--- config.mk ---
export PLATFORM = sky130hd
export DESIGN_NAME = cad_top
export DESIGN_NICKNAME = d
export VERILOG_FILES = /design/src/verilog/cad_pkg.sv /design/src/verilog/matrix_store.sv /design/src/verilog/cad_ctrl.sv /design/src/verilog/conv_engine.sv /design/src/verilog/pool_serializer.sv /design/src/verilog/cad_top.sv
export VERILOG_INCLUDE_DIRS = /design/src /design/src/verilog
export SDC_FILE = /design/constraint.sdc
export NUM_CORES = 2
export LEC_CHECK = 0
export BUFFER_PORTS_ARGS = -buffer_cell sky130_fd_sc_hd__buf_2
export CORE_ASPECT_RATIO = 0.75
export CORE_MARGIN = 1.5
export CORE_UTILIZATION = 30
export DETAILED_ROUTE_END_ITERATION = 6
export GPL_TIMING_DRIVEN = 0
export SETUP_SLACK_MARGIN = 0.1
export SLEW_MARGIN = 20
export SYNTH_ARGS = -nofsm -noshare
export SYNTH_HDL_FRONTEND = slang
export SYNTH_SLANG_ARGS = --single-unit
--- constraint.sdc ---
create_clock -name clk -period 8.5 [get_ports clk]
set_input_delay 0.425 -clock clk [delete_from_list [all_inputs] [get_ports clk]]
set_output_delay 0.425 -clock clk [all_outputs]
set_load 0.005 [all_outputs]
--- src/verilog/cad_cfg.svh ---
// CAD engine configuration
`ifndef CAD_CFG_SVH
`define CAD_CFG_SVH

// Matrix geometry
`define CAD_IMG_SIDE 8
`define CAD_KER_SIDE 5

// Bank contents per load
`define CAD_IMG_NUM  4
`define CAD_KER_NUM  4
`define CAD_ROUNDS   2

// Result width, wide enough for 25 full-scale products
`define CAD_SUM_W    20

// Bank address widths
`define CAD_IMG_AW   8
`define CAD_KER_AW   7

`endif

--- src/verilog/cad_pkg.sv ---
// CAD shared types
`default_nettype none

`include "cad_cfg.svh"

package cad_pkg;

  // Image and kernel element
  typedef logic signed [7:0] pixel_t;

  // Full-precision product of two elements
  typedef logic signed [15:0] product_t;

  // Accumulated convolution sum
  typedef logic signed [`CAD_SUM_W-1:0] conv_sum_t;

  // Controller phases
  typedef enum logic [1:0] {
    ST_IDLE,
    ST_LOAD,
    ST_WAIT_IDX,
    ST_COMPUTE
  } cad_state_t;

endpackage

`default_nettype wire

--- src/verilog/matrix_store.sv ---
// Matrix register bank
`timescale 1ns/1ps
`default_nettype none

module matrix_store
  import cad_pkg::*;
#(
  parameter int DEPTH = 256,
  parameter int AW    = 8
)
(
  input  logic          clk,
  input  logic          rst_n,
  input  logic          we,
  input  logic [AW-1:0] addr,
  input  pixel_t        wdata,
  output pixel_t        rdata
);

  pixel_t mem [DEPTH];

  // Single port, read data one cycle after the address
  always_ff @(posedge clk)
  begin
    if (we)
      mem[addr] <= wdata;
    rdata <= mem[addr];
  end

  // Load addressing from the controller must stay inside the bank
  a_addr_range: assert property (@(posedge clk) disable iff (!rst_n)
    we |-> addr < DEPTH);

endmodule

`default_nettype wire

--- src/verilog/cad_ctrl.sv ---
// CAD phase controller
`timescale 1ns/1ps
`default_nettype none

`include "cad_cfg.svh"

module cad_ctrl
  import cad_pkg::*;
(
  input  logic                   clk,
  input  logic                   rst_n,
  input  logic                   in_valid,
  input  logic                   in_valid2,
  input  logic [3:0]             matrix_idx,
  output logic                   img_we,
  output logic                   ker_we,
  output logic [`CAD_IMG_AW-1:0] img_addr,
  output logic [`CAD_KER_AW-1:0] ker_addr,
  output logic                   tap_valid,
  output logic                   tap_first,
  output logic                   tap_last
);

  localparam int IMG_SZ     = `CAD_IMG_SIDE * `CAD_IMG_SIDE;
  localparam int KER_SZ     = `CAD_KER_SIDE * `CAD_KER_SIDE;
  localparam int IMG_BEATS  = `CAD_IMG_NUM * IMG_SZ;
  localparam int LOAD_BEATS = IMG_BEATS + `CAD_KER_NUM * KER_SZ;
  localparam int LW         = $clog2(LOAD_BEATS);
  localparam logic [2:0] KMAX       = 3'(`CAD_KER_SIDE - 1);
  localparam logic [3:0] LAST_ROUND = 4'(`CAD_ROUNDS - 1);

  cad_state_t  state_q;
  logic [LW-1:0] load_cnt;
  logic [LW-1:0] ker_off;
  logic        load_beat;
  logic        load_last;
  logic        idx_second;
  logic [3:0]  img_idx_q;
  logic [3:0]  ker_idx_q;
  logic [3:0]  pos_q;
  logic [2:0]  kx_q;
  logic [2:0]  ky_q;
  logic [3:0]  round_q;
  logic [2:0]  orow;
  logic [2:0]  ocol;
  logic [15:0] img_lin;
  logic [15:0] ker_lin;
  logic        compute;

  // ------------------------------
  // Load routing
  // ------------------------------
  assign compute   = (state_q == ST_COMPUTE);
  assign load_beat = in_valid && (state_q == ST_IDLE || state_q == ST_LOAD);
  assign load_last = load_beat && (load_cnt == LW'(LOAD_BEATS - 1));
  assign img_we    = load_beat && (load_cnt < LW'(IMG_BEATS));
  assign ker_we    = load_beat && !(load_cnt < LW'(IMG_BEATS));
  assign ker_off   = load_cnt - LW'(IMG_BEATS);

  // ------------------------------
  // Compute addressing
  // ------------------------------
  // pos[3:2] picks the pool window, pos[1:0] the cell inside it
  assign orow = {1'b0, pos_q[3], pos_q[1]};
  assign ocol = {1'b0, pos_q[2], pos_q[0]};

  assign img_lin = 16'(img_idx_q) * 16'(IMG_SZ) + 16'(orow + ky_q) * 16'(`CAD_IMG_SIDE)
                 + 16'(ocol + kx_q);
  assign ker_lin = 16'(ker_idx_q) * 16'(KER_SZ) + 16'(ky_q) * 16'(`CAD_KER_SIDE)
                 + 16'(kx_q);

  assign img_addr = compute ? img_lin[`CAD_IMG_AW-1:0] : load_cnt[`CAD_IMG_AW-1:0];
  assign ker_addr = compute ? ker_lin[`CAD_KER_AW-1:0] : ker_off[`CAD_KER_AW-1:0];

  // ------------------------------
  // Phase FSM and counters
  // ------------------------------
  always_ff @(posedge clk or negedge rst_n)
  begin
    if (!rst_n)
    begin
      state_q    <= ST_IDLE;
      load_cnt   <= '0;
      idx_second <= 1'b0;
      img_idx_q  <= '0;
      ker_idx_q  <= '0;
      pos_q      <= '0;
      kx_q       <= '0;
      ky_q       <= '0;
      round_q    <= '0;
    end
    else
    begin
      if (load_beat)
        load_cnt <= load_last ? '0 : load_cnt + 1'b1;
      case (state_q)
        ST_IDLE:
          if (in_valid)
            state_q <= ST_LOAD;
        ST_LOAD:
          if (load_last)
            state_q <= ST_WAIT_IDX;
        ST_WAIT_IDX:
          if (in_valid2)
          begin
            // Image index first, kernel index on the next beat
            if (!idx_second)
              img_idx_q <= matrix_idx;
            else
            begin
              ker_idx_q <= matrix_idx;
              state_q   <= ST_COMPUTE;
            end
            idx_second <= !idx_second;
          end
        default:
          if (kx_q != KMAX)
            kx_q <= kx_q + 1'b1;
          else
          begin
            kx_q <= '0;
            if (ky_q != KMAX)
              ky_q <= ky_q + 1'b1;
            else
            begin
              ky_q  <= '0;
              pos_q <= pos_q + 1'b1;
              if (pos_q == 4'd15)
              begin
                round_q <= (round_q == LAST_ROUND) ? '0 : round_q + 1'b1;
                state_q <= (round_q == LAST_ROUND) ? ST_IDLE : ST_WAIT_IDX;
              end
            end
          end
      endcase
    end
  end

  // Tap flags line up with the store read data
  always_ff @(posedge clk or negedge rst_n)
  begin
    if (!rst_n)
    begin
      tap_valid <= 1'b0;
      tap_first <= 1'b0;
      tap_last  <= 1'b0;
    end
    else
    begin
      tap_valid <= compute;
      tap_first <= compute && kx_q == '0 && ky_q == '0;
      tap_last  <= compute && kx_q == KMAX && ky_q == KMAX;
    end
  end

  // Index pairs only while the engine waits for one
  a_idx_phase: assert property (@(posedge clk) disable iff (!rst_n)
    in_valid2 |-> state_q == ST_WAIT_IDX);

endmodule

`default_nettype wire

--- src/verilog/conv_engine.sv ---
// Convolution MAC
`timescale 1ns/1ps
`default_nettype none

module conv_engine
  import cad_pkg::*;
(
  input  logic      clk,
  input  logic      rst_n,
  input  logic      tap_valid,
  input  logic      tap_first,
  input  logic      tap_last,
  input  pixel_t    img_pixel,
  input  pixel_t    ker_pixel,
  output logic      conv_valid,
  output conv_sum_t conv_sum
);

  product_t  product;
  conv_sum_t acc_q;
  conv_sum_t acc_next;

  // ------------------------------
  // Multiply and accumulate
  // ------------------------------
  assign product = img_pixel * ker_pixel;

  // First tap of a position restarts the sum
  assign acc_next = tap_first ? conv_sum_t'(product) : acc_q + conv_sum_t'(product);

  always_ff @(posedge clk)
  begin
    if (tap_valid)
      acc_q <= acc_next;
  end

  // ------------------------------
  // Result register
  // ------------------------------
  always_ff @(posedge clk)
  begin
    if (tap_valid && tap_last)
      conv_sum <= acc_next;
  end

  always_ff @(posedge clk or negedge rst_n)
  begin
    if (!rst_n)
      conv_valid <= 1'b0;
    else
      conv_valid <= tap_valid && tap_last;
  end

endmodule

`default_nettype wire

--- src/verilog/pool_serializer.sv ---
// Max pool and bit-serial output
`timescale 1ns/1ps
`default_nettype none

`include "cad_cfg.svh"

module pool_serializer
  import cad_pkg::*;
(
  input  logic      clk,
  input  logic      rst_n,
  input  logic      conv_valid,
  input  conv_sum_t conv_sum,
  output logic      out_valid,
  output logic      out_value
);

  localparam int BW = $clog2(`CAD_SUM_W);
  localparam logic [BW-1:0] LAST_BIT = BW'(`CAD_SUM_W - 1);

  logic [1:0]    grp_cnt;
  conv_sum_t     run_max;
  conv_sum_t     win_max;
  conv_sum_t     shift_q;
  logic          busy;
  logic [BW-1:0] bit_cnt;

  // First sum of a window seeds the maximum
  assign win_max = (grp_cnt == 2'd0 || conv_sum > run_max) ? conv_sum : run_max;

  always_ff @(posedge clk)
  begin
    if (conv_valid)
      run_max <= win_max;
    if (conv_valid && grp_cnt == 2'd3)
      shift_q <= win_max;
    else if (busy)
      shift_q <= shift_q >> 1;
  end

  // ------------------------------
  // Window count and shift control
  // ------------------------------
  always_ff @(posedge clk or negedge rst_n)
  begin
    if (!rst_n)
    begin
      grp_cnt <= '0;
      busy    <= 1'b0;
      bit_cnt <= '0;
    end
    else
    begin
      if (conv_valid)
        grp_cnt <= grp_cnt + 1'b1;
      if (conv_valid && grp_cnt == 2'd3)
      begin
        busy    <= 1'b1;
        bit_cnt <= '0;
      end
      else if (busy)
      begin
        if (bit_cnt == LAST_BIT)
          busy <= 1'b0;
        bit_cnt <= bit_cnt + 1'b1;
      end
    end
  end

  // LSB first, quiet between results
  assign out_valid = busy;
  assign out_value = busy & shift_q[0];

  // Windows are spaced far enough apart that a shift always completes
  a_no_overlap: assert property (@(posedge clk) disable iff (!rst_n)
    conv_valid |-> !busy);

endmodule

`default_nettype wire

--- src/verilog/cad_top.sv ---
// Convolution and max pool engine
`timescale 1ns/1ps
`default_nettype none

`include "cad_cfg.svh"

module cad_top
  import cad_pkg::*;
(
  input  logic       clk,
  input  logic       rst_n,
  input  logic       in_valid,
  input  logic       in_valid2,
  input  pixel_t     matrix,
  input  logic [3:0] matrix_idx,
  output logic       out_valid,
  output logic       out_value
);

  localparam int IMG_DEPTH = `CAD_IMG_NUM * `CAD_IMG_SIDE * `CAD_IMG_SIDE;
  localparam int KER_DEPTH = `CAD_KER_NUM * `CAD_KER_SIDE * `CAD_KER_SIDE;

  logic                   img_we;
  logic                   ker_we;
  logic [`CAD_IMG_AW-1:0] img_addr;
  logic [`CAD_KER_AW-1:0] ker_addr;
  logic                   tap_valid;
  logic                   tap_first;
  logic                   tap_last;
  pixel_t                 img_pixel;
  pixel_t                 ker_pixel;
  logic                   conv_valid;
  conv_sum_t              conv_sum;

  // ------------------------------
  // Control and storage
  // ------------------------------
  cad_ctrl cad_ctrl_i (
    .clk        (clk),
    .rst_n      (rst_n),
    .in_valid   (in_valid),
    .in_valid2  (in_valid2),
    .matrix_idx (matrix_idx),
    .img_we     (img_we),
    .ker_we     (ker_we),
    .img_addr   (img_addr),
    .ker_addr   (ker_addr),
    .tap_valid  (tap_valid),
    .tap_first  (tap_first),
    .tap_last   (tap_last)
  );

  matrix_store #(.DEPTH(IMG_DEPTH), .AW(`CAD_IMG_AW)) img_store (
    .clk   (clk),
    .rst_n (rst_n),
    .we    (img_we),
    .addr  (img_addr),
    .wdata (matrix),
    .rdata (img_pixel)
  );

  matrix_store #(.DEPTH(KER_DEPTH), .AW(`CAD_KER_AW)) ker_store (
    .clk   (clk),
    .rst_n (rst_n),
    .we    (ker_we),
    .addr  (ker_addr),
    .wdata (matrix),
    .rdata (ker_pixel)
  );

  // ------------------------------
  // Datapath
  // ------------------------------
  conv_engine conv_engine_i (
    .clk        (clk),
    .rst_n      (rst_n),
    .tap_valid  (tap_valid),
    .tap_first  (tap_first),
    .tap_last   (tap_last),
    .img_pixel  (img_pixel),
    .ker_pixel  (ker_pixel),
    .conv_valid (conv_valid),
    .conv_sum   (conv_sum)
  );

  pool_serializer pool_serializer_i (
    .clk        (clk),
    .rst_n      (rst_n),
    .conv_valid (conv_valid),
    .conv_sum   (conv_sum),
    .out_valid  (out_valid),
    .out_value  (out_value)
  );

endmodule

`default_nettype wire

==> impl_metrics.ini <==
[synthesis]
syn_inst = 6465
netlist_area_sq_mm = 0.119
avgSynthCellArea_sq_um = 18.4
synth-main-ff-cell = edfxtp_1
ys_seq_area_share_pct = 75.0
synth_nets = 6653
synth_edf_count = 2928
async_reset_ff_share_pct = 1.47
ys_ff_latch = 2988
yosysWarningCount = 0
synth_cell_types = 82

[grt]
grt_pass1_vias = 67800
antenna_found_initial = 58
grt_pass1_wl_microns = 589000
grt_usage_pct = 21.5
grt_overflow = 0
grt_max_degree = 137

[sta]
hold_viol = 0
fmax_ghz = 0.133
slew_headroom_pct = 4.74
worst_slew_pin_slew_ps = 1430
setup_viol = 0
period_share_pct = 88.4
fin_setup_tns_ps = 0
drv_slew = 0
rsz0062_at_grt = false
skew_ps = 95.7
finalCriticalPeriod_ps = 7510

[floorplanning]
chipWidth_microns = 731
initial_core_util_pct = 30.1
num_rows = 200
core_sq_mm = 0.396
die-area_sq_mm = 0.401
die_y_microns = 549
ios = 18

[routing]
drt_iter0_drc = 14100
dr.pass1.iters = 7
drt_wl_total_microns = 445000
wl_met3_microns = 79900
highest_layer = met5
drcViolationCount = 44
post_drt_via_cell_ratio = 5.86
wl_per_cell_microns = 36.0
vias = 72500
wl_met2_microns = 178000
wl_met1_microns = 165000
ant_nets = 0

[clocking]
clock_latency_ps = 920
cts_made_buffers = 313
cts_setup_buffers = 0
numClockSinks = 2988
htree_levels = 5
root_buffer = clkbuf_16
clk_pin_slew_ps = 60
cts_tree = yes
clk_path_buf_depth = 4

[worst_setup_path]
crit_top_cell = ha_1
crit_family = simple AND/OR/NAND/NOR gates
cp.required_ps = 8980
crit_buf_inv = 6
slowest_delay_ps = 1120
crit_fanout = 10
cp_data_arrival_time_ps = 7990
crit_type = flop to flop
path_cells = ha_1, ha_1, inv_1, fa_1, inv_1, ha_1, ha_1, mux2_2, buf_4, nor3_2, buf_2, buf_2, nand2_1, clkbuf_1, nor2_1
end_kind = flop
critical_path.slowest_cell = nor2_1
critPathLaunchType = flop

[outcome]
violations = DRC
status = complete, but fails checks

[job]
drv_cap = 0

[layout]
area_growth_pct = 15.7
final_net_count = 7064
drive_above_1_share_pct = 19.6
multi_input_area_sq_mm = 0.0277
layout_common_cells = edfxtp_1 (2928), mux4_2 (528), nor2_1 (427)
seqCellArea_sq_mm = 0.0893
fillCellCount = 36700
final_common_cell = edfxtp_1

[place]
port_buffers = 17
place_hpwl_microns = 294000
gp_congestion = 1.01

[hold_path]
hp-class = primary input to flop
==> through the flow <==
| step | cells | cell area [sq um] | hold WS (ps) | worst slack (ps) | utilization, % |
|---|---|---|---|---|---|
| final | 12400 | 138000 | 26.8 | 990 | 34.8 |
| after global routing | 12400 | 138000 | 19.5 | 1260 | 34.8 |
| after CTS | 12400 | 138000 | 7.09 | 1440 | 34.8 |
| after detailed placement | 11800 | 128000 | 473 | 1440 | 32.3 |
| after global placement | 11700 | 126000 | 461 | 767 | 31.8 |
| after floorplan | 6465 | 119000 | 129 | 2640 | - |
==> layout make-up <==
type / count / share of cell area [%]
well taps: 5252 / 4.77
plain buffers: 378 / 1.38
inverters: 136 / 0.370
multi-input cells: 2963 / 20.1
flip-flops and latches: 2988 / 64.8
clock buffers: 374 / 5.97
diodes: 16 / 0.0290
clock inverters: 179 / 1.16
repair buffers: 96 / 1.44
==> cell families (layout without fill, tap and decap cells) <==
group,count (synthesis),after routing,synth area share [%]
other cells,0,16,0
buf+inv,514,1163,1.90
xor+xnor,58,58,0.438
compound gates,1115,1115,6.31
mux,566,566,10.3
simple gates,1052,1052,3.84
flops,2988,2988,75.0
fa+ha+maj,172,172,2.21
==> synth_stat cells, types with 20 or more instances <==
cell	n	area, sq um
nor4_1	30	188
mux2_2	23	259
a31oi_1	31	194
and2_1	48	300
a211oi_1	41	308
nor2_1	444	1670
dfrtp_1	44	1100
o22ai_1	20	125
a221oi_1	61	534
fa_1	64	1280
buf_4	27	203
o211ai_1	20	150
edfxtp_1	2928	87900
a22oi_1	375	2820
ha_1	108	1350
nand2_1	347	1300
xnor2_1	30	263
inv_1	136	510
xor2_1	27	236
buf_2	111	556
nand4_1	40	250
a21oi_1	319	1600
clkbuf_1	184	691
nand3_1	46	230
buf_1	44	165
a22o_1	28	245
mux4_2	528	11900
o21ai_0	95	475
==> worst paths after layout <==
| path | to | from | slack, ps | cells past startpoint |
|---|---|---|---|---|
| hold reg to reg | cad_ctrl_i.round_q[3] | cad_ctrl_i.round_q[3] | 490 | 1 |
| setup / recovery | ker_store.mem[64][4] | cad_ctrl_i.ky_q[2] | 990 | 15 |
| max in group asynchronous | cad_ctrl_i.round_q[2] | rst_n | 7840 | 2 |
| min in group asynchronous | pool_serializer_i.bit_cnt[1] | rst_n | 170 | 2 |
| setup reg to reg | ker_store.mem[64][4] | cad_ctrl_i.ky_q[2] | 990 | 15 |
| hold / removal | img_store.mem[193][7] | matrix[7] | 30 | 1 |
==> sequential cells by signal, indices dropped and copies added (netlist names), 9 cells and up <==
register                   cells
cad_ctrl_i.load_cnt            9
conv_engine_i.acc_q           20
conv_engine_i.conv_sum        20
img_store.mem               2048
ker_store.mem                800
pool_serializer_i.run_max     20
pool_serializer_i.shift_q     20
==> per-layer routing <==
metal | global-route usage, % | up-vias
met4 | 9.11 | 55
met5 | 0.285 | -
met3 | 10.7 | 1210
met1 | 29.0 | 37600
li1 | - | 27000
met2 | 29.0 | 6578
==> repair_timing <==
action,in CTS,in global routing
resized for setup,0,0
hold buffers,7,0
endpoints found under the hold margin,58,0
endpoints found under the setup margin,0,0
Power is left out: the tool's default activity adds up to more than one toggle a clock period on the data nets, which glitch-free logic cannot reach.
